===== config.mk =====
export PLATFORM = sky130hd
export DESIGN_NAME = board_io
export DESIGN_NICKNAME = d
export VERILOG_FILES = /design/src/rtl/wbx_pkg.sv /design/src/rtl/board_io.sv
export VERILOG_INCLUDE_DIRS = /design/src /design/src/include
export SDC_FILE = /design/constraint.sdc
export NUM_CORES = 1
export LEC_CHECK = 0
export BUFFER_PORTS_ARGS = -buffer_cell sky130_fd_sc_hd__buf_2
export CAP_MARGIN = 20
export CORE_MARGIN = 4
export CORE_UTILIZATION = 41
export CTS_BUF_LIST = sky130_fd_sc_hd__clkbuf_4 sky130_fd_sc_hd__clkbuf_8
export CTS_CLUSTER_DIAMETER = 80
export CTS_CLUSTER_SIZE = 30
export DETAILED_ROUTE_END_ITERATION = 6
export PLACE_DENSITY = 0.83
export SYNTH_ARGS = -nofsm -noshare
export SYNTH_HDL_FRONTEND = slang
export SYNTH_SLANG_ARGS = --single-unit

===== constraint.sdc =====
create_clock -name i_clk -period 2.3 [get_ports i_clk]
set_clock_uncertainty 0.05 [all_clocks]
set_input_delay 0.23 -clock i_clk [delete_from_list [all_inputs] [get_ports i_clk]]
set_output_delay 0.23 -clock i_clk [all_outputs]
set_load 0.1 [all_outputs]

===== src/include/wbx_params.svh =====
/*
 * Bus widths, address map and board I/O register offsets
 */
`ifndef WBX_PARAMS_SVH
`define WBX_PARAMS_SVH

// Bus widths
`define WBX_DATA_W	32
`define WBX_ADDR_W	26
`define WBX_SEL_W	4

// Block RAM, 1K words at word address 0x400
`define WBX_BRAM_AW	10
`define WBX_BRAM_BASE	26'h0000400

// Board I/O, 16 words at the bottom of the map
`define WBX_IO_BASE	26'h0000000
`define WBX_IO_AW	4

// Top address bit selects the external RAM
`define WBX_EXTRAM_BIT	25

// Board I/O contents
`define WBX_LED_W	4
`define WBX_IO_LED	4'h0
`define WBX_IO_SW	4'h1
`define WBX_IO_ERRADDR	4'h2

`endif


===== src/rtl/wbx_pkg.sv =====
/*
 * Shared bus vector types and slave-select encoding
 */
`default_nettype none

`include "wbx_params.svh"

package wbx_pkg;

	// Bus field vectors
	typedef logic [`WBX_DATA_W-1:0] wb_data_t;
	typedef logic [`WBX_ADDR_W-1:0] wb_addr_t;
	typedef logic [`WBX_SEL_W-1:0] wb_sel_t;

	// Slave-local vectors
	typedef logic [`WBX_BRAM_AW-1:0] bram_addr_t;
	typedef logic [`WBX_LED_W-1:0] led_t;

	// Decoder result
	typedef enum logic [1:0] {
		SEL_NONE,
		SEL_IO,
		SEL_BRAM,
		SEL_EXTRAM
	} slave_sel_e;

endpackage

`default_nettype wire


===== src/rtl/board_io.sv =====
/*
 * Board register slave with LEDs, switches and bus-error address
 */
`timescale 1ns/10ps
`default_nettype none

`include "wbx_params.svh"

module board_io import wbx_pkg::*; (
	input wire logic i_clk,
	input wire logic i_rst_n,
	input wire logic i_stb,
	input wire logic i_we,
	input wire logic [`WBX_IO_AW-1:0] i_addr,
	input wire wb_data_t i_data,
	input wire led_t i_sw,
	input wire wb_addr_t i_err_addr,
	output logic o_ack,
	output wb_data_t o_data,
	output led_t o_led
);

	led_t sw_meta;
	led_t sw_sync;

	always_ff @(posedge i_clk or negedge i_rst_n)
	begin
		if (!i_rst_n)
		begin
			o_ack <= 1'b0;
			o_led <= '0;
			sw_meta <= '0;
			sw_sync <= '0;
		end
		else
		begin
			o_ack <= i_stb;
			// Switches come from the pins, two-flop synchronizer
			sw_meta <= i_sw;
			sw_sync <= sw_meta;
			// Only the LED register is writable
			if (i_stb && i_we && (i_addr == `WBX_IO_LED))
				o_led <= i_data[`WBX_LED_W-1:0];
		end
	end

	// Readback mux
	always_ff @(posedge i_clk)
	begin
		case (i_addr)
		`WBX_IO_LED: o_data <= wb_data_t'(o_led);
		`WBX_IO_SW: o_data <= wb_data_t'(sw_sync);
		`WBX_IO_ERRADDR: o_data <= wb_data_t'(i_err_addr);
		default: o_data <= '0;
		endcase
	end

endmodule

`default_nettype wire


### Yosys cells after proc, flatten, opt, wreduce, memory -nomap -nowiden

Index checks and enable logic that the tools add are counted.
W data, S select, Z words.

* add/subtract/negate cells: 0
* bitwise logic cells: 0
* multipliers: 0
* muxes and demuxes: 1
* eq/ne operators: 2
* shifts and indexed selects: 0
* reductions and logical operators: 3
* div/mod/pow operators: 0
* order comparisons: 0

Operator list (number)
* $pmux W26 S3: 1
* $eq A4 B1 Y1 const B: 1
* $eq A4 B2 Y1 const B: 1
* $logic_not A4 Y1: 1
* $logic_and A1 B1 Y1: 2

* word-level logic and storage cells: 11
* bits in writable memories: 0
* bits of input ports: 70
* memory bits (read-only): 0
* output and inout port bits: 37
* latch bits: 0
* memories kept: 0
* bits in registers: 45

### Longest topological paths before layout

Gate-level depths: netlist (run 1).

* word-level depth: 2
* gate-level depth with buffers: 5
* depth with buffers taken out: 3

### Worst setup path before layout (run 1)

No wires, ideal clock.

* kind: input to register
* start point: in i_addr[1]
* end point: reg o_led[0]
* path buffers: 0
* arrival: 1.203 ns
* path slack: 0.921 ns
* stages: 3
* required time: 2.124 ns
* setup time: 0.126 ns
* cells stage by stage: or3_4 > nor3_4 > mux2_2

* word-level cells in the longest chain between the ends: 2

RTL lines
* from (decl): line board_io.sv:14 `` input wire logic [`WBX_IO_AW-1:0] i_addr, ``
* $logic_not A4 Y1
* $logic_and A1 B1 Y1: line board_io.sv:42 `` if (i_stb && i_we && (i_addr == `WBX_IO_LED)) ``
* to (signal assigned): line board_io.sv:43 `` o_led <= i_data[`WBX_LED_W-1:0]; ``
* to (decl): line board_io.sv:20 `output led_t o_led`

No other way between the ends.
A chain may end at the register's enable or synchronous reset.

### Worst setup path after layout (run 1)

* start point: reg o_led[2]
* end point: out o_led[2]

No word-level cell between the ends.

==> results.md, run 1 <==
* Crit path launch type: flip-flop
* Total congestion overflow at 0
* Clk network pwr share at 25.4%
* Post-CTS resize count at 0
* Synth warnings at 0
* N_diodes at 0
* Worst EP required at about 2000 ps
* Residual DRC at 0
* Slowest cell delay on critical path at about 430 ps
* Initial DRC count at 24
* HPWL Detailed at 1.96 mm
* Die ar. at 3930 µm²
* IO Count at 107
* Chip height at about 63 µm
* Fillers at 234
* # rows at 19
* Mapped Cells at ~90
* Outcome: complete, no violations
* Simple-Gate Fraction of Synth Area at 16.9%
* Placed Cells at approximately 190
* Leak at 0.915 nW
* Clk root buf: clkbuf_4
* Vias in the first global route at roughly 960
* Clock Path Buffers at 2
* Maximum number of pins on one net before global-route repair at 23
* Most frequent cells in the layout: buf_2 (72), dfxtp_1 (26), and2_1 (22)
* Crit path max-delay family: buffers and inverters
* Complex-gate fraction of the synthesized area at 1.63%
* Input/output buffers at 72
* Crit path max fanout at 3
* TNS Setup at 0 ps
* WL per Instance at around 12 µm
* Layout cell share with drive strength beyond 1 at 50.6%
* Comb power frac at 23.3%
* Pins Over Slew Limit at 0
* Max-Cap Viols at 0
* DRT Pass-1 Iters at 2
* Initial Util at a little over two fifths
* Main combinational cell family by area after synthesis: simple AND/OR/NAND/NOR gates
* CP max stage cell: buf_2
* Period utilization at 62.1%
* Sw Share at about a third
* CTS H-tree lvls at 2
* Final min period at 1430 ps
* Final Hold Vio Count at 0
* First-pass GRT wire length at 4.19 mm
* Reg power frac at 51.3%
* Vias per cell at 4.42
* Most common cell after layout, fill and taps aside: buf_2
* Initial antenna violation count at 0
* CP Class: reg2out
* Final setup fails at 0
* Post-CTS Setup Bufs at 0
* Synth Area in XOR/XNOR at 0%
* P_int at 938 µW
* Final GP Congestion at 0.746
* Post-synthesis mux area share at 6.93%
* Worst setup EP type: output port
* Core area at roughly 2800 µm²
* CTS tree: built
* Worst hold path type: in2reg
* Syn avg cell area at 13.5 µm²
* P_sw at 472 µW
* Worst-Skew Late Latency at 330 ps
* #FFs+latches synth at 39
* Pwr dens at roughly 800 nW/µm²
* Syn-to-layout area delta at 39.4%
* Mapped cell area at approximately 1200 µm²
* Worst-path clk slew at around 110 ps
* Die width at 62.7 µm
* Max Freq at 0.700 GHz
* Critical path arrival at 1150 ps
* Crit path buf inv count at 1
* Worst-path cell chain: buf_2
* DRT Wirelength at approximately 2.5 mm
* Distinct cells, synth at 15
* Seq/Total Area, Yosys at 68.9%
* Routed Antenna Nets at 0
* Non-filler cells, final at 205
* Number of CTS-inserted buffers at 5
* Routed via count at 906
* Fin nets at 243
* Sink Count at 39
* Setup WS pre-CTS at 745 ps
* Worst setup margin at 872 ps
* RSZ-0062 raised after global routing: no
* Max VDD drop at 0.482 mV
* GR Util All Layers at 14.0%
* Synth Area in Adders at 0%
[path summary, 6_finish.rpt]
check / slack [ps] / cells past startpoint / startpoint / endpoint
hold reg to reg: 310 / 0 / sw_meta[1] / sw_sync[1]
hold / removal: 40 / 2 / i_err_addr[4] / o_data[4]
min in group asynchronous: 260 / 2 / i_rst_n / o_led[0]
max in group asynchronous: 1720 / 2 / i_rst_n / sw_sync[3]
setup reg to reg: 1480 / 1 / o_led[3] / o_led[3]
setup / recovery: 870 / 1 / o_led[2] / o_led[2]
[cell type report]
type | count | area (µm²) | area share [%]
repair buffers | 79 | 428 | 25.0
clock buffers | 7 | 58.8 | 3.44
well taps | 31 | 38.8 | 2.27
multi-input cells | 48 | 335 | 19.6
flip-flops and latches | 39 | 846 | 49.4
clock inverters | 1 | 5.00 | 0.292
[cells by family (layout without fill, tap and decap cells)]
kind of cell           after synthesis  in the layout
buffers and inverters                9             87
AOI/OAI and AO/OA                    4              4
muxes                                8              8
other                                1              6
and+or+nand+nor                     30             30
DFF                                 39             39
[routing by layer]
| metal | GRT usage [%] | share of wire [%] | up-vias |
|---|---|---|---|
| met5 | 0 | 0 | - |
| met4 | 4.96 | 1.3 | 0 |
| met3 | 9.35 | 13 | 5 |
| met2 | 24.8 | 50 | 57 |
| met1 | 12.7 | 36 | 400 |
| li1 | - | - | 444 |
[what timing repair did]
action,4_1_cts,5_1_grt
hold endpoints to repair,18,0
hold buffers,6,0
endpoints found under the setup margin,0,0
[metrics by stage]
| step | power [mW] | cell area, µm² | hold WS (ps) | utilization, % |
|---|---|---|---|---|
| after floorplan | 0.997 | 1250 | -116 | - |
| after global placement | 1.06 | 1590 | 65.1 | 56.6 |
| after detailed placement | 1.06 | 1590 | 74.6 | 56.6 |
| after CTS | 1.43 | 1710 | 22.7 | 61.0 |
| after global routing | 1.49 | 1710 | 3.62 | 61.0 |
| final | 1.41 | 1710 | 38.4 | 61.0 |
[flip-flops by register name, summed over array words and instances (netlist names)]
name / flops
o_ack: 1
o_led: 4
sw_meta: 4
o_data: 26
sw_sync: 4
[synthesized netlist by cell type]
library cell  number  area [µm²]
nand2_1            5        18.8
and2_1            22         138
nor3_4             1        16.3
buf_2              1        5.00
buf_6              1        11.3
buf_4              6        45.0
dfrtp_1           13         325
mux2i_1            4        40.0
o21ai_0            4        20.0
clkbuf_1           1        3.75
dfxtp_1           26         521
nor4b_4            1        23.8
conb_1             1        3.75
or3_4              1        11.3
mux2_2             4        45.0
[power by group through the flow]
stage | registers, mW | logic [mW] | clock network [mW]
5_1_grt | 0.728 | 0.341 | 0.421
6_report | 0.723 | 0.328 | 0.358
3_5_place_dp | 0.738 | 0.322 | 0
3_3_place_gp | 0.736 | 0.319 | 0
2_1_floorplan | 0.911 | 0.0859 | 0
4_1_cts | 0.723 | 0.330 | 0.375
Power figures use the tool's default switching activity.
==> run 2: changes to the inputs <==
ABC_AREA = 1   (was default)
CORE_UTILIZATION = 36   (was 41)
PLACE_DENSITY = 0.74   (was 0.83)
clock period = 1.21 ns   (was 2.3 ns; I/O delays follow)
==> results.md, run 2 <==
* Die ar. at 4810 µm² (was 3930 µm²)
* Predominant post-synthesis flop cell: dfxtp_1 (unchanged)
* FFs w/ async S/R, synth at 33.3% (unchanged)
* Max reg flops at 26 (unchanged)
* Crit path launch type: flip-flop (unchanged)
* CTS H-tree lvls at 2 (unchanged)
* Max-Cap Viols at 0 (unchanged)
* Sw Share at 31.6% (was 33.5%)
* Chip height at 69.3 µm (was 62.7 µm)
* Routed via count at 1107 (was 906)
* Input/output buffers at 72 (unchanged)
* Syn-to-layout area delta at 62.6% (was 39.4%)
* Crit path buf inv count at 1 (unchanged)
* Routed Antenna Nets at 0 (unchanged)
* Core area at 3660 µm² (was 2810 µm²)
* DRT Wirelength at 2.87 mm (was 2.46 mm)
* Worst setup EP type: output port (unchanged)
* Vias in the first global route at 1165 (was 957)
* Syn avg cell area at 10.3 µm² (was 13.5 µm²)
* Pwr Total at 3.23 mW (was 1.41 mW)
* Slowest cell delay on critical path at 410 ps (was 430 ps)
* Max Freq at 0.847 GHz
* Pins Over Slew Limit at 0 (unchanged)
* Initial Util at 37.0% (was 43.8%)
* Number of CTS-inserted buffers at 5 (unchanged)
* Worst hold path type: in2reg (unchanged)
* Clk root buf: clkbuf_8 (was clkbuf_4)
* Final Cell Area at 2200 µm² (was 1710 µm²)
* M1 WL at 1.04 mm (was 886 µm)
* P_int at 2.21 mW (was 938 µW)
* DRT Pass-1 Iters at 4 (was 2)
* Most frequent cells in the layout: buf_2 (43), dfxtp_1 (26), inv_1 (24) (was buf_2 (72), dfxtp_1 (26), and2_1 (22))
* Post-synth EDFFs at 0 (unchanged)
* Outcome: complete, no violations (unchanged)
* Most frequent cell after synthesis: dfxtp_1 (unchanged)
* Clock Path Buffers at 2 (unchanged)
* Placed Area at 1870 µm² (was 1590 µm²)
* Maximum number of pins on one net before global-route repair at 23 (unchanged)
* Total congestion overflow at 0 (unchanged)
* Mapped cell area at 1350 µm² (was 1230 µm²)
* Sink Count at 39 (unchanged)
* Worst-Skew Late Latency at 290 ps (was 330 ps)
* Critical path arrival at 1010 ps (was 1150 ps)
* HPWL Detailed at 2.10 mm (was 1.96 mm)
* WL per Instance at 10.5 µm (was 12.0 µm)
* Routed wl met2 at 1.56 mm (was 1.22 mm)
* TNS Setup at 0 ps (unchanged)
* Most area-consuming cells after synthesis: dfxtp_1 (38%), dfrtp_1 (24%), nor2_2 (8.3%) (was dfxtp_1 (42%), dfrtp_1 (27%), and2_1 (11%))
* Max VDD drop at 1.06 mV (was 0.482 mV)
* Vias per cell at 4.05 (was 4.42)
* Crit path max fanout at 1 (was 3)
* Die width at 69.3 µm (was 62.7 µm)
* RSZ-0062 raised after global routing: no (unchanged)
* Top cell type's share of synthesized area at 38.4% (was 42.4%)
* Worst-path cell chain: buf_2 (unchanged)
* Top Metal Used: met4 (unchanged)
* Residual DRC at 0 (unchanged)
* Final setup fails at 0 (unchanged)
* Final GP Congestion at 0.714 (was 0.746)
* First-pass GRT wire length at 5.00 mm (was 4.19 mm)
* Mapped Cells at 131 (was 91)
* Non-filler cells, final at 273 (was 205)
* Distinct cells, synth at 14 (was 15)
* Placed Cells at 249 (was 191)
* Worst EP required at 1040 ps (was 2020 ps)
* Leak at 1.13 nW (was 0.915 nW)
* Final min period at 1180 ps
* Synth cell count leaders: dfxtp_1 (26), inv_1 (24), nor2_2 (18), nand3_1 (17), dfrtp_1 (13) (was dfxtp_1 (26), and2_1 (22), dfrtp_1 (13), buf_4 (6), nand2_1 (5))
* Worst hold slack at 8.41 ps (was 38.4 ps)
* Initial DRC count at 30 (was 24)
* Reg power frac at 43.2% (was 51.3%)
* CP max stage cell: buf_2 (unchanged)
* Period utilization at 97.6%
* CTS tree: built (unchanged)
* Clk network pwr share at 32.7% (was 25.4%)
* Pwr dens at 1470 nW/µm² (was 823 nW/µm²)
* Fin nets at 294 (was 243)
* P_sw at 1.02 mW (was 472 µW)
* Most common cell after layout, fill and taps aside: buf_2 (unchanged)
* Worst-path clk slew at 80 ps (was 110 ps)
* Synth area leader: dfxtp_1 (unchanged)
* Top reg by flops: o_data (unchanged)
* IO Count at 107 (unchanged)
* Comb power frac at 24.1% (was 23.3%)
* Met3 WL at 166 µm (was 317 µm)
* Synth warnings at 0 (unchanged)
* # rows at 22 (was 19)
* #FFs+latches synth at 39 (unchanged)
* N_diodes at 0 (unchanged)
* Final Hold Vio Count at 0 (unchanged)
* GR Util All Layers at 13.2% (was 14.0%)
* Seq/Total Area, Yosys at 62.5% (was 68.9%)
* Layout cell share with drive strength beyond 1 at 49.8% (was 50.6%)
* CP Class: reg2out (unchanged)
* Initial antenna violation count at 0 (unchanged)
* Fillers at 324 (was 234)
* Crit path max-delay family: buffers and inverters (unchanged)
-- run 2: changes by cell type after synthesis, moves of 5 or more --
cell / change
and2_1: -22
nand3_1: +17
nor2_4: +5
nor2_2: +18
inv_1: +24
-- run 2: final cells by class --
cell class | count | area (µm²) | share of cell area [%]
multi-input combinational | 63 | 363 | 16.5
sequential | 39 | 851 | 38.7
inverter | 25 | 93.8 | 4.26
clock inverter | 3 | 43.8 | 1.99
tap | 48 | 60.1 | 2.73
clock buffer | 5 | 68.8 | 3.13
timing repair buffer | 90 | 721 | 32.7
-- run 2: per-layer routing --
layer  vias to the layer above  global-route usage (%)
met2                        47                    22.8
met3                        10                    4.20
met5                         -                       0
met4                         0                    7.81
met1                       486                    13.9
li1                        564                       -
-- run 2: per-stage QoR --
step	util [%]	setup WS, ps
floorplan	-	130
global placement	51.2	239
detailed placement	51.2	211
CTS	58.6	8.14
global route	60.1	0.0989
finish	60.1	29.2
-- run 2: path summary, 6_finish.rpt --
check	slack, ps	start	to	cells past startpoint
max	30	o_data[3]	o_data[3]	1
max reg2reg	450	o_led[0]	o_data[0]	2
min	8	i_err_addr[23]	o_data[23]	3
max in group asynchronous	670	i_rst_n	o_led[1]	2
min in group asynchronous	190	i_rst_n	o_led[3]	2
min reg2reg	300	sw_meta[2]	sw_sync[2]	0
-- run 2: timing repair --
action / CTS / global route
buffers inserted: 0 / 0
hold endpoints to repair: 28 / 0
hold buffers: 16 / 0
setup endpoints to repair: 0 / 24
gates resized for setup: 0 / 21
-- run 2: kinds of logic after synthesis --
family | share of synthesized area [%]
buf+inv | 12.5
simple gates | 24.8
other cells | 0.277
flops | 62.5
-- run 2: power groups by stage --
stage | Sequential, mW | Clock (mW) | Combinational, mW
detailed placement | 1.43 | 0 | 0.735
global route | 1.41 | 1.15 | 0.815
CTS | 1.40 | 1.09 | 0.775
finish | 1.40 | 1.06 | 0.777
floorplan | 1.73 | 0 | 0.186
global placement | 1.42 | 0 | 0.728
