`src/include/wbx_params.svh`:
```
/*
 * Bus widths, address map and board I/O register offsets
 */
`ifndef WBX_PARAMS_SVH
`define WBX_PARAMS_SVH

// Bus widths
`define WBX_DATA_W	32
`define WBX_ADDR_W	26
`define WBX_SEL_W	4

// Block RAM, 1K words at word address 0x400
`define WBX_BRAM_AW	10
`define WBX_BRAM_BASE	26'h0000400

// Board I/O, 16 words at the bottom of the map
`define WBX_IO_BASE	26'h0000000
`define WBX_IO_AW	4

// Top address bit selects the external RAM
`define WBX_EXTRAM_BIT	25

// Board I/O contents
`define WBX_LED_W	4
`define WBX_IO_LED	4'h0
`define WBX_IO_SW	4'h1
`define WBX_IO_ERRADDR	4'h2

`endif

```
`src/rtl/wbx_pkg.sv`:
```
/*
 * Shared bus vector types and slave-select encoding
 */
`default_nettype none

`include "wbx_params.svh"

package wbx_pkg;

	// Bus field vectors
	typedef logic [`WBX_DATA_W-1:0] wb_data_t;
	typedef logic [`WBX_ADDR_W-1:0] wb_addr_t;
	typedef logic [`WBX_SEL_W-1:0] wb_sel_t;

	// Slave-local vectors
	typedef logic [`WBX_BRAM_AW-1:0] bram_addr_t;
	typedef logic [`WBX_LED_W-1:0] led_t;

	// Decoder result
	typedef enum logic [1:0] {
		SEL_NONE,
		SEL_IO,
		SEL_BRAM,
		SEL_EXTRAM
	} slave_sel_e;

endpackage

`default_nettype wire

```
`src/rtl/wb_if.sv`:
```
/*
 * Pipelined Wishbone bundle with master and slave modports
 */
`timescale 1ns/10ps
`default_nettype none

interface wb_if import wbx_pkg::*; ();

	// Request side, driven by the master
	logic cyc;
	logic stb;
	logic we;
	wb_addr_t addr;
	wb_data_t data;
	wb_sel_t sel;

	// Response side, driven by the slave
	logic ack;
	logic stall;
	logic err;
	wb_data_t rdata;

	modport master (output cyc, stb, we, addr, data, sel,
		input ack, stall, err, rdata);
	modport slave (input cyc, stb, we, addr, data, sel,
		output ack, stall, err, rdata);

endinterface

`default_nettype wire

```
`src/rtl/wb_bus_delay.sv`:
```
/*
 * One-cycle registered Wishbone request stage
 */
`timescale 1ns/10ps
`default_nettype none

module wb_bus_delay import wbx_pkg::*; (
	input wire logic i_clk,
	input wire logic i_rst_n,
	wb_if.slave up,
	wb_if.master down
);

	logic r_cyc;
	logic r_stb;
	logic r_we;
	wb_addr_t r_addr;
	wb_data_t r_data;
	wb_sel_t r_sel;

	// Held request blocks a new one
	assign up.stall = r_stb && down.stall;

	always_ff @(posedge i_clk or negedge i_rst_n)
	begin
		if (!i_rst_n)
		begin
			r_cyc <= 1'b0;
			r_stb <= 1'b0;
		end
		else
		begin
			r_cyc <= up.cyc;
			// Abandoned cycle clears the pending strobe
			if (!up.cyc)
				r_stb <= 1'b0;
			else if (!up.stall)
				r_stb <= up.stb;
		end
	end

	// Payload follows the strobe, frozen while stalled
	always_ff @(posedge i_clk)
	begin
		if (!up.stall)
		begin
			r_we <= up.we;
			r_addr <= up.addr;
			r_data <= up.data;
			r_sel <= up.sel;
		end
	end

	// Downstream drops at once when the master releases cyc
	assign down.cyc = r_cyc && up.cyc;
	assign down.stb = r_stb && up.cyc;
	assign down.we = r_we;
	assign down.addr = r_addr;
	assign down.data = r_data;
	assign down.sel = r_sel;

	// Return side is not delayed
	assign up.ack = down.ack;
	assign up.err = down.err;
	assign up.rdata = down.rdata;

endmodule

`default_nettype wire

```
`src/flat_wrapper.sv`:
```
// flat-port wrapper written by rule: the top's interface ports become plain ports
module wb_bus_delay_flat import wbx_pkg::*;
  (i_clk, i_rst_n, up_cyc, up_stb, up_we, up_addr, up_data, up_sel, up_ack, up_stall, up_err, up_rdata, down_cyc, down_stb, down_we, down_addr, down_data, down_sel, down_ack, down_stall, down_err, down_rdata);
  wb_if up_i ();
  wb_if down_i ();
  input wire logic i_clk;
  input wire logic i_rst_n;
  input wire logic [$bits(up_i.cyc)-1:0] up_cyc;
  input wire logic [$bits(up_i.stb)-1:0] up_stb;
  input wire logic [$bits(up_i.we)-1:0] up_we;
  input wire logic [$bits(up_i.addr)-1:0] up_addr;
  input wire logic [$bits(up_i.data)-1:0] up_data;
  input wire logic [$bits(up_i.sel)-1:0] up_sel;
  output wire logic [$bits(up_i.ack)-1:0] up_ack;
  output wire logic [$bits(up_i.stall)-1:0] up_stall;
  output wire logic [$bits(up_i.err)-1:0] up_err;
  output wire logic [$bits(up_i.rdata)-1:0] up_rdata;
  output wire logic [$bits(down_i.cyc)-1:0] down_cyc;
  output wire logic [$bits(down_i.stb)-1:0] down_stb;
  output wire logic [$bits(down_i.we)-1:0] down_we;
  output wire logic [$bits(down_i.addr)-1:0] down_addr;
  output wire logic [$bits(down_i.data)-1:0] down_data;
  output wire logic [$bits(down_i.sel)-1:0] down_sel;
  input wire logic [$bits(down_i.ack)-1:0] down_ack;
  input wire logic [$bits(down_i.stall)-1:0] down_stall;
  input wire logic [$bits(down_i.err)-1:0] down_err;
  input wire logic [$bits(down_i.rdata)-1:0] down_rdata;
  assign up_i.cyc = up_cyc;
  assign up_i.stb = up_stb;
  assign up_i.we = up_we;
  assign up_i.addr = up_addr;
  assign up_i.data = up_data;
  assign up_i.sel = up_sel;
  assign up_ack = up_i.ack;
  assign up_stall = up_i.stall;
  assign up_err = up_i.err;
  assign up_rdata = up_i.rdata;
  assign down_cyc = down_i.cyc;
  assign down_stb = down_i.stb;
  assign down_we = down_i.we;
  assign down_addr = down_i.addr;
  assign down_data = down_i.data;
  assign down_sel = down_i.sel;
  assign down_i.ack = down_ack;
  assign down_i.stall = down_stall;
  assign down_i.err = down_err;
  assign down_i.rdata = down_rdata;
  wb_bus_delay u_core (.i_clk(i_clk), .i_rst_n(i_rst_n), .up(up_i), .down(down_i));
endmodule
```
`config.mk`:
```
export PLATFORM = sky130hd
export DESIGN_NAME = wb_bus_delay_flat
export DESIGN_NICKNAME = d
export VERILOG_FILES = /design/src/rtl/wbx_pkg.sv /design/src/rtl/wb_if.sv /design/src/rtl/wb_bus_delay.sv /design/src/flat_wrapper.sv
export VERILOG_INCLUDE_DIRS = /design/src /design/src/include
export SDC_FILE = /design/constraint.sdc
export NUM_CORES = 1
export LEC_CHECK = 0
export BUFFER_PORTS_ARGS = -buffer_cell sky130_fd_sc_hd__buf_2
export CAP_MARGIN = 20
export CORE_MARGIN = 3
export CORE_UTILIZATION = 37
export CTS_CLUSTER_DIAMETER = 150
export DETAILED_ROUTE_END_ITERATION = 8
export PLACE_DENSITY = 0.91
export RECOVER_POWER = 50
export SLEW_MARGIN = 20
export SYNTH_ARGS = -nofsm -noshare
export SYNTH_HDL_FRONTEND = slang
export SYNTH_SLANG_ARGS = --single-unit
```
`constraint.sdc`:
```
create_clock -name i_clk -period 2.2 [get_ports i_clk]
set_clock_uncertainty 0.05 [all_clocks]
set_input_delay 0.44 -clock i_clk [delete_from_list [all_inputs] [get_ports i_clk]]
set_output_delay 0.44 -clock i_clk [all_outputs]
set_load 0.03 [all_outputs]
```
# Word level (Yosys, flattened, before mapping)
# Cells that the tools add are included.
# W data, S select, Z words.
# totals
reg_bits,65
input_bits,102
out_inout_bits,100
wordCells,12
# classes
n_eq_ne,1
mux,2
n_reduce_logical,3
# ops
cell,n
$logic_and A1 B1 Y1,3
$mux W1,2
$ne A2 B2 Y1 const B,1

# Longest topological paths before layout
# Gate-level depths: netlist (run 1).
# depth
word_depth,3
ltp_mapped,3
mapped_depth_nobuf,3

# Least setup slack after synthesis (run 1)
# Ideal clock, no wire load.
# synth_timing
kind,input-to-output
startpoint,in down_stall
endpoint,out up_stall
t_arrival_ps,1463
required_time_ps,1710
slack_ps,247
path_stages,2
path_buffers,0
cell_sequence,nand2_2 > inv_2
# synth_between
elab_chain_cells,1
# synth_rtl
item,line_no,source
from (decl),flat_wrapper.sv:25,input wire logic [$bits(down_i.stall)-1:0] down_stall;
$logic_and A1 B1 Y1,wb_bus_delay.sv:22,assign up.stall = r_stb && down.stall;
to (decl),flat_wrapper.sv:15,output wire logic [$bits(up_i.stall)-1:0] up_stall;
# No other way between the ends.

# Worst setup path after layout (run 1)
# layout_timing
startpoint,reg u_core.r_stb
endpoint,"reg u_core.r_data[21] (netlist: u_core.down.data[21]), enable pin"
# layout_between
elab_chain_cells,1
# layout_rtl
item,line_no,source
from (decl),wb_bus_delay.sv:15,logic r_stb;
from (signal assigned),wb_bus_delay.sv:38,r_stb <= up.stb;
$logic_and A1 B1 Y1,wb_bus_delay.sv:22,
to (signal assigned),wb_bus_delay.sv:49,r_data <= up.data;
to (decl),wb_bus_delay.sv:18,wb_data_t r_data;
# No other way between the ends.
# A chain may end at the register's enable or synchronous reset.

==> flow_metrics.env, run 1 <==
export IMPL_insertedDiodeCount=0
export IMPL_layout_min_cycle_time_ns=1.71
export IMPL_clock_fmax_mhz=584
export IMPL_root_buffer="clkbuf_8"
export IMPL_rrSetupSlack_ns=0.49
export IMPL_dp_cells=277
export IMPL_yosys_warnings=0
export IMPL_coreArea_sq_um=5680
export IMPL_rows=27
export IMPL_clkPwrFrac_pct=34.1
export IMPL_drt_antenna_violating_nets=0
export IMPL_crit_path_end_kind="register"
export IMPL_tns_ns=0
export IMPL_max_cap_violations=0
export IMPL_power_frac_comb_pct=12.3
export IMPL_syn_inst=104
export IMPL_antenna_found_initial=0
export IMPL_post_cts_buffers=0
export IMPL_drt_iter0_drc=82
export IMPL_p_int_uw=2060
export IMPL_top_level_ports=202
export IMPL_dr_pass1_iters=4
export IMPL_tightest_slew_ns=1.03
export IMPL_synth_top_area_share_pct=84.9
export IMPL_finalCritPeriodShare_pct=77.8
export IMPL_hold_viol=0
export IMPL_cp_startpoint="u_core.r_stb$_DFFE_PN0P_"
export IMPL_grt_first_pass_wirelength_um=6870
export IMPL_synth_cell_types=8
export IMPL_reg2reg_depth=2
export IMPL_start_kind="register"
export IMPL_syn_nets=206
export IMPL_setup_viol=0
export IMPL_seq_area_frac_synth_pct=87.1
export IMPL_cts_hold_buf=1
export IMPL_synth_area_leaders="edfxtp_1 (85%), buf_4 (11%), dfrtp_1 (2.2%)"
export IMPL_area_growth_syn_to_layout_pct=31.3
export IMPL_worstSetupPathType="reg2reg"
export IMPL_vias=1251
export IMPL_ys_seq_elements=65
export IMPL_dp_hpwl_um=3540
export IMPL_ctsResizeCount=0
export IMPL_cts_sinks=65
export IMPL_htreeDepth=3
export IMPL_via_per_inst=4.26
export IMPL_grt_max_degree=45
export IMPL_clk_latency_ns=0.32
export IMPL_syn_avg_cell_area_sq_um=21.4
export IMPL_min_path_type="in2reg"
export IMPL_cts_max_path_buffers=2
export IMPL_p_seq_share_pct=53.7
export IMPL_track_usage_pct=13.4
export IMPL_slew_viol_final=0
export IMPL_die_width_um=83.6
export IMPL_dieArea_sq_um=6990
export IMPL_p_per_area_nw_per_um2=936
export IMPL_grt_ovfl_total=0
export IMPL_yosysTopAreaCell="edfxtp_1"
export IMPL_wl_per_cell_um=15.9
export IMPL_cp_endpoint="u_core.down.data[21]$_DFFE_PN_"
export IMPL_arrival_ns=1.60
export IMPL_io_buffers=133
export IMPL_grt_pass1_vias=1281
export IMPL_routabilityCongestion=0.738
export IMPL_power_leakage_uw=0.00131
export IMPL_clk_transition_reported_paths_ns=0.07
export IMPL_cts_tree="built"
export IMPL_slew_headroom_pct=31.6
export IMPL_rsz0062_at_grt="no"
export IMPL_r2r_start="u_core.r_stb$_DFFE_PN0P_"
export IMPL_switching_share_pct=24.8
export IMPL_final_cells=294
export IMPL_n_fill_cell=494
export IMPL_crit_fanout=19
export IMPL_syn_area_sq_um=2230
export IMPL_r2r_end="u_core.down.data[21]$_DFFE_PN_"
export IMPL_drc=0
export IMPL_status="finished, final reports clean"
export IMPL_vdd_drop_max_mv=0.490
export IMPL_drive_above_1_share_pct=65.3
export IMPL_numCtsBuffers=9
export IMPL_start_util_pct=39.3
export IMPL_die_y_um=83.6
export IMPL_p_sw_uw=680
export IMPL_required_ns=2.09
export IMPL_nNetsFinal=319
export IMPL_drt_total_wl_um=4680
[power groups by stage]
stage               Combinational [uW]  Sequential [uW]  Clock [uW]
finish                             336             1470         934
global route                       353             1480        1030
CTS                                344             1470         977
detailed placement                 342             1500           0
global placement                   334             1490           0
floorplan                          139             1670           0
[worst min path at each step]
stage                start                        endpoint  cells past startpoint
2_1_floorplan      i_rst_n          u_core.r_cyc$_DFF_PN0_                      0
3_3_place_gp       i_rst_n        u_core.r_stb$_DFFE_PN0P_                      1
3_5_place_dp       i_rst_n        u_core.r_stb$_DFFE_PN0P_                      1
4_1_cts             up_cyc          u_core.r_cyc$_DFF_PN0_                      1
5_1_grt        up_addr[16]  u_core.down.addr[16]$_DFFE_PN_                      1
6_report            up_cyc          u_core.r_cyc$_DFF_PN0_                      1
[through the flow]
stage                     area, sq um  total power (uW)  hold WS [ns]  worst slack, ns  utilization, %
after global placement           2740              1830         0.180            0.702            48.3
after floorplan                  2230              1810        0.0944            0.247               -
final                            2930              2740         0.227            0.487            51.6
after CTS                        2940              2790         0.180            0.603            51.8
after detailed placement         2740              1840         0.182            0.663            48.3
after global routing             2930              2870         0.205            0.354            51.6
[cells by family after synthesis]
| logic type | synth area share [%] |
|---|---|
| AO/OA/AOI/OAI | 0.337 |
| buffers and inverters | 11.6 |
| flip-flops | 87.1 |
| AND/OR/NAND/NOR | 0.899 |
[final cells by class]
class | count | area [sq um] | area share [%]
clock inverter | 7 | 61.3 | 2.09
tap | 72 | 90.1 | 3.08
inverter | 1 | 3.75 | 0.128
sequential | 65 | 1940 | 66.4
multi-input combinational | 4 | 25.0 | 0.855
timing repair buffer | 136 | 681 | 23.3
clock buffer | 9 | 124 | 4.23
[registers in the layout (all words and copies together), names as in the netlist]
name              count
u_core.down.addr     26
u_core.r_stb          1
u_core.down.sel       4
u_core.down.we        1
u_core.r_cyc          1
u_core.down.data     32
[critical path, cell delays in order (launching register included)]
cell	delay [ns]
dfrtp_1	0.39
nand2_1	0.11
clkbuf_1	0.77
[metal layers]
metal,routed length (um),global-route usage [%],vias up
met5,0,0,-
met4,136,9.94,0
met3,478,5.23,13
met2,2340,21.0,99
met1,1730,14.6,566
li1,-,-,573
[synthesized netlist by cell type (all sizes together)]
library cell	n
dfrtp	2
o21a	1
buf	34
nand2	1
inv	1
and2	2
edfxtp	63
[cells in the final DEF, fill, tap and decap left out, drive strengths merged]
| cell type | instances |
|---|---|
| clkinv | 6 |
| and2 | 2 |
| bufinv | 1 |
| nand2 | 1 |
| edfxtp | 63 |
| clkbuf | 15 |
| buf | 129 |
| o21a | 1 |
| inv | 1 |
| dlygate4sd3 | 1 |
| dfrtp | 2 |
No activity file was read; power rests on OpenSTA's default activity.
==> run 2, diff against run 1 <==
--- a/config.mk
+++ b/config.mk
@@ -6,13 +6,14 @@
 export SDC_FILE = /design/constraint.sdc
 export NUM_CORES = 1
 export LEC_CHECK = 0
+export ABC_AREA = 1
 export BUFFER_PORTS_ARGS = -buffer_cell sky130_fd_sc_hd__buf_2
 export CAP_MARGIN = 20
 export CORE_MARGIN = 3
-export CORE_UTILIZATION = 37
+export CORE_UTILIZATION = 33
 export CTS_CLUSTER_DIAMETER = 150
 export DETAILED_ROUTE_END_ITERATION = 8
-export PLACE_DENSITY = 0.91
+export PLACE_DENSITY = 0.86
 export RECOVER_POWER = 50
 export SLEW_MARGIN = 20
 export SYNTH_ARGS = -nofsm -noshare
==> constraint.sdc (replaced) <==
create_clock -name i_clk -period 1.5 [get_ports i_clk]
set_clock_uncertainty 0.05 [all_clocks]
set_input_delay 0.3 -clock i_clk [delete_from_list [all_inputs] [get_ports i_clk]]
set_output_delay 0.3 -clock i_clk [all_outputs]
set_load 0.03 [all_outputs]
==> flow_metrics.env, run 2 <==
export IMPL_mostFrequentLayoutCells="buf_2 (131), edfxtp_1 (63), clkbuf_8 (9)"
export IMPL_clk_latency_ns=0.33
export IMPL_vias=1301
export IMPL_clk_transition_reported_paths_ns=0.08
export IMPL_grt_max_degree=34
export IMPL_finalCritPeriodShare_pct=94.3
export IMPL_tightest_slew_ns=0.394
export IMPL_min_path_type="in2reg"
export IMPL_synth_enable_flop_cells=63
export IMPL_hold_depth=1
export IMPL_htreeDepth=3
export IMPL_start_kind="register"
export IMPL_die_y_um=88.2
export IMPL_preCtsSetupSlack_ns=0.369
export IMPL_setup_viol=0
export IMPL_drt_total_wl_um=4610
export IMPL_worstPathCellList="nand2_8 -> inv_1 -> buf_2"
export IMPL_reg2reg_depth=2
export IMPL_hold_viol=0
export IMPL_syn_nets=210
export IMPL_via_per_inst=4.28
export IMPL_worstSetupPathType="reg2out"
export IMPL_drt_antenna_violating_nets=0
export IMPL_root_buffer="clkbuf_8"
export IMPL_layout_min_cycle_time_ns=1.41
export IMPL_synthArstFlopShare_pct=3.08
export IMPL_vdd_drop_max_mv=0.532
export IMPL_required_ns=1.15
export IMPL_synth_top_area_share_pct=84.8
export IMPL_syn_area_sq_um=2230
export IMPL_drc=0
export IMPL_ys_seq_elements=65
export IMPL_drt_iter0_drc=37
export IMPL_seq_area_frac_synth_pct=87.0
export IMPL_syn_avg_cell_area_sq_um=20.7
export IMPL_coreArea_sq_um=6460
export IMPL_crit_fanout=3
export IMPL_yosysMostFrequentCell="edfxtp_1"
export IMPL_max_stage_delay_ns=0.46
export IMPL_yosys_warnings=0
export IMPL_start_util_pct=34.6
export IMPL_yosysTopAreaCell="edfxtp_1"
export IMPL_dieArea_sq_um=7790
export IMPL_max_cap_violations=0
export IMPL_syn_inst=108
export IMPL_fin_area_sq_um=3040
export IMPL_placed_area_sq_um=2800
export IMPL_tns_ns=0
export IMPL_crit_path_end_kind="output port"
export IMPL_grt_pass1_vias=1350
export IMPL_power_leakage_uw=0.00138
export IMPL_mostFrequentLayoutCell="buf_2"
export IMPL_clock_fmax_mhz=707
export IMPL_area_growth_syn_to_layout_pct=36.3
export IMPL_dr_pass1_iters=4
export IMPL_die_width_um=88.2
export IMPL_track_usage_pct=11.6
export IMPL_drive_above_1_share_pct=66.8
export IMPL_wl_per_cell_um=15.1
export IMPL_cts_tree="built"
export IMPL_grt_first_pass_wirelength_um=6470
export IMPL_post_cts_buffers=0
export IMPL_cts_max_path_buffers=2
export IMPL_synthTopCellsByCount="edfxtp_1 (63), buf_4 (34), nand2_1 (5), inv_1 (3), dfrtp_1 (2)"
export IMPL_nNetsFinal=323
export IMPL_io_buffers=133
export IMPL_rsz0062_at_grt="no"
export IMPL_largest_reg_flops=32
export IMPL_dp_hpwl_um=3520
export IMPL_slowest_stage="dfrtp_2"
export IMPL_synth_area_leaders="edfxtp_1 (85%), buf_4 (11%), dfrtp_1 (2.2%)"
export IMPL_top_level_ports=202
export IMPL_numCtsBuffers=9
export IMPL_status="finished, final reports clean"
export IMPL_rows=29
export IMPL_cts_sinks=65
export IMPL_n_fill_cell=576
export IMPL_synthFlopType="edfxtp_1"
export IMPL_slew_headroom_pct=73.7
export IMPL_grt_ovfl_total=0
export IMPL_synth_cell_types=6
export IMPL_arrival_ns=1.06
export IMPL_p_per_area_nw_per_um2=1480
export IMPL_routabilityCongestion=0.675
export IMPL_antenna_found_initial=1
export IMPL_fin_ws_ns=0.0855
export IMPL_slew_viol_final=0
## run 2: cell count changes in the layout (fill, tap and decap cells not counted), sizes merged
cell	change
and2	-2
clkbuf	-3
clkinv	-4
bufinv	+2
buf	+3
diode	+1
nand3	+1
nand2	+4
o21a	-1
inv	+4
## run 2: per-stage QoR
stage	util, %	cells	total power [uW]	hold WS, ns
after global placement	43.3	286	2720	0.0345
after global routing	47.1	303	4690	0.0607
final	47.1	304	4500	0.0850
after floorplan	-	108	2680	-0.0456
after detailed placement	43.3	286	2740	0.0376
after CTS	47.3	303	4580	0.0596
## run 2: routing by layer
layer  vias up  global-route usage, %  routed length, um  part of all wire, %
met5         -                      0                 16                 0.35
met4         2                   7.69                104                  2.3
met3        19                   6.52                693                   15
met2       110                   18.8               2270                   49
met1       582                   11.3               1520                   33
li1        588                      -                  -                    -
## run 2: cell families (layout without fill, tap and decap cells)
logic type	after synthesis	count (layout)	synth area share [%]
buffers and inverters	37	155	11.9
AND/OR/NAND/NOR	6	6	1.06
flip-flops	65	65	87.0
other	0	1	0
## run 2: path summary, 6_finish.rpt
kind | slack (ns) | endpoint | start
max in group asynchronous | 1.03 | u_core.r_stb$_DFFE_PN0P_ | i_rst_n
min in group asynchronous | 0.24 | u_core.r_stb$_DFFE_PN0P_ | i_rst_n
worst min register to register | 0.57 | u_core.r_stb$_DFFE_PN0P_ | u_core.r_stb$_DFFE_PN0P_
worst max-delay path | 0.09 | up_stall | u_core.r_stb$_DFFE_PN0P_
worst max register to register | 0.18 | u_core.down.data[12]$_DFFE_PN_ | u_core.r_stb$_DFFE_PN0P_
worst min-delay path | 0.09 | u_core.down.addr[4]$_DFFE_PN_ | up_addr[4]
## run 2: layout make-up
class	count	area, sq um	area share [%]
tap	77	96.3	3.17
antenna	1	2.50	0.0822
sequential	65	1940	63.9
multi-input combinational	6	40.0	1.32
inverter	3	11.3	0.370
clock inverter	7	125	4.11
timing repair buffer	136	701	23.0
clock buffer	9	124	4.07
## run 2: worst max-delay path: cells and delay by family, from the launching register on
family                 cells  cell delay (ns)
buffers and inverters      2             0.19
DFF                        1             0.46
and+or+nand+nor            1             0.08
## run 2: where the power goes
| part | total, uW | switching [uW] | internal (uW) |
|---|---|---|---|
| Clock | 1820 | 695 | 1120 |
| Sequential | 2170 | 32.5 | 2130 |
| Combinational | 518 | 364 | 154 |
| Total | 4500 | 1090 | 3410 |
## run 2: repair_timing
item,CTS,global route
endpoints found under the setup margin,1,0
endpoints found under the hold margin,2,0
hold buffers,1,0
resized for setup,1,0
==> run 3, diff against run 2 <==
--- a/config.mk
+++ b/config.mk
@@ -13,9 +13,10 @@
 export CORE_UTILIZATION = 33
 export CTS_CLUSTER_DIAMETER = 150
 export DETAILED_ROUTE_END_ITERATION = 8
-export PLACE_DENSITY = 0.86
+export PLACE_DENSITY = 0.75
 export RECOVER_POWER = 50
 export SLEW_MARGIN = 20
 export SYNTH_ARGS = -nofsm -noshare
 export SYNTH_HDL_FRONTEND = slang
 export SYNTH_SLANG_ARGS = --single-unit
+export TNS_END_PERCENT = 5
==> flow_metrics.env, run 3 (synthesis results as in run 2) <==
export IMPL_tightest_slew_ns=0.487
export IMPL_rsz0062_at_grt="no"
export IMPL_post_cts_buffers=0
export IMPL_start_kind="register"
export IMPL_cts_max_path_buffers=2
export IMPL_io_buffers=133
export IMPL_area_growth_syn_to_layout_pct=33.1
export IMPL_slew_headroom_pct=67.6
export IMPL_drt_total_wl_um=4940
export IMPL_clk_transition_reported_paths_ns=0.07
export IMPL_dp_hpwl_um=3930
export IMPL_grt_ovfl_total=0
export IMPL_coreArea_sq_um=6460
export IMPL_dr_pass1_iters=4
export IMPL_slew_viol_final=0
export IMPL_clock_fmax_mhz=706
export IMPL_met1_usage_pct=12.8
export IMPL_cts_tree="built"
export IMPL_max_cap_violations=0
export IMPL_cts_sinks=65
export IMPL_layout_min_cycle_time_ns=1.42
export IMPL_holdPathEnd="u_core.down.sel[2]$_DFFE_PN_"
export IMPL_met3_usage_pct=9.68
export IMPL_mostFrequentLayoutCell="buf_2"
export IMPL_dieArea_sq_um=7790
export IMPL_largest_reg_flops=32
export IMPL_clk_latency_ns=0.32
export IMPL_via_per_inst=4.18
export IMPL_min_path_type="in2reg"
export IMPL_required_ns=1.15
export IMPL_nNetsFinal=323
export IMPL_rows=29
export IMPL_routabilityCongestion=0.688
export IMPL_htreeDepth=3
export IMPL_vdd_drop_max_mv=0.863
export IMPL_status="finished, final reports clean"
export IMPL_min_from="up_sel[2]"
export IMPL_track_usage_pct=12.3
export IMPL_insertedDiodeCount=0
export IMPL_hold_depth=1
export IMPL_drt_antenna_violating_nets=0
export IMPL_grt_max_degree=39
export IMPL_reg2reg_depth=2
export IMPL_r2r_end="u_core.down.data[13]$_DFFE_PN_"
export IMPL_crit_fanout=3
export IMPL_finalCritPeriodShare_pct=94.5
export IMPL_p_per_area_nw_per_um2=1380
export IMPL_r2r_start="u_core.r_stb$_DFFE_PN0P_"
export IMPL_drt_iter0_drc=25
export IMPL_arrival_ns=1.07
export IMPL_cp_startpoint="u_core.r_stb$_DFFE_PN0P_"
export IMPL_drive_above_1_share_pct=65.5
export IMPL_crit_path_end_kind="output port"
export IMPL_grt_pass1_vias=1382
export IMPL_grtUsageMet2_pct=17.1
export IMPL_die_width_um=88.2
export IMPL_drc=0
export IMPL_fin_util_pct=46.0
export IMPL_mostFrequentLayoutCells="buf_2 (129), edfxtp_1 (63), clkbuf_8 (9)"
export IMPL_worstSetupPathType="reg2out"
export IMPL_start_util_pct=34.6
export IMPL_grt_busiest_layer="met2"
export IMPL_tns_ns=0
export IMPL_root_buffer="clkbuf_8"
export IMPL_vias=1267
export IMPL_power_leakage_uw=0.00134
export IMPL_setup_viol=0
export IMPL_numCtsBuffers=9
export IMPL_rrSetupSlack_ns=0.09
export IMPL_die_y_um=88.2
export IMPL_grt_first_pass_wirelength_um=6830
export IMPL_wl_per_cell_um=16.3
export IMPL_top_level_ports=202
export IMPL_antenna_found_initial=0
export IMPL_hold_viol=0
[run 3: cell types whose count changed in the layout (fill, tap and decap cells not counted), moves of 2 or more]
cell,before,now
bufinv_16,3,1
buf_2,131,129
clkinvlp_4,0,2
inv_6,2,0
clkbuf_1,2,4
[run 3: repair_timing]
item                                    CTS  global route
gates resized for setup                   0             1
hold endpoints to repair                  2             0
hold buffers                              1             0
endpoints found under the setup margin    0             2
[run 3: power breakdown]
group	internal, uW	switching [uW]
logic	150	371
registers	2140	33.0
clock network	763	641
total	3050	1050
[run 3: critical path, stage by stage (launching register included)]
cell     delay [ns]
dfrtp_2        0.46
nand2_1        0.08
inv_1          0.03
buf_2          0.16
[run 3: per-layer routing]
metal | part of all wire, % | up-vias
met5 | 0 | -
met4 | 2.3 | 0
met3 | 20 | 15
met2 | 45 | 122
met1 | 32 | 548
li1 | - | 582
[run 3: final cells by class]
class / count / area, sq um
clock buffers: 9 / 124
inverters: 3 / 11.3
repair buffers: 136 / 686
fillers: 579 / 3490
well taps: 77 / 96.3
multi-input cells: 6 / 40.0
flip-flops and latches: 65 / 1940
clock inverters: 7 / 71.3
[run 3: how the worst max path moves through the flow]
stage	depth (start not counted)	end
2_1_floorplan	2	up_stall
3_3_place_gp	2	u_core.down.addr[25]$_DFFE_PN_
3_5_place_dp	2	u_core.down.sel[0]$_DFFE_PN_
4_1_cts	3	up_stall
5_1_grt	2	u_core.down.data[29]$_DFFE_PN_
6_report	3	down_stb
[run 3: per-stage QoR]
step / instance area [sq um] / total power (uW) / hold WS, ns / cells / worst slack (ns)
floorplan: 2250 / 2680 / -0.0456 / 108 / 0.163
global placement: 2780 / 2730 / 0.0393 / 286 / 0.298
detailed placement: 2780 / 2740 / 0.0400 / 286 / 0.249
CTS: 2990 / 4160 / 0.0626 / 303 / 0.00440
global route: 2970 / 4270 / 0.0646 / 303 / 0.0283
finish: 2970 / 4090 / 0.0940 / 303 / 0.0831
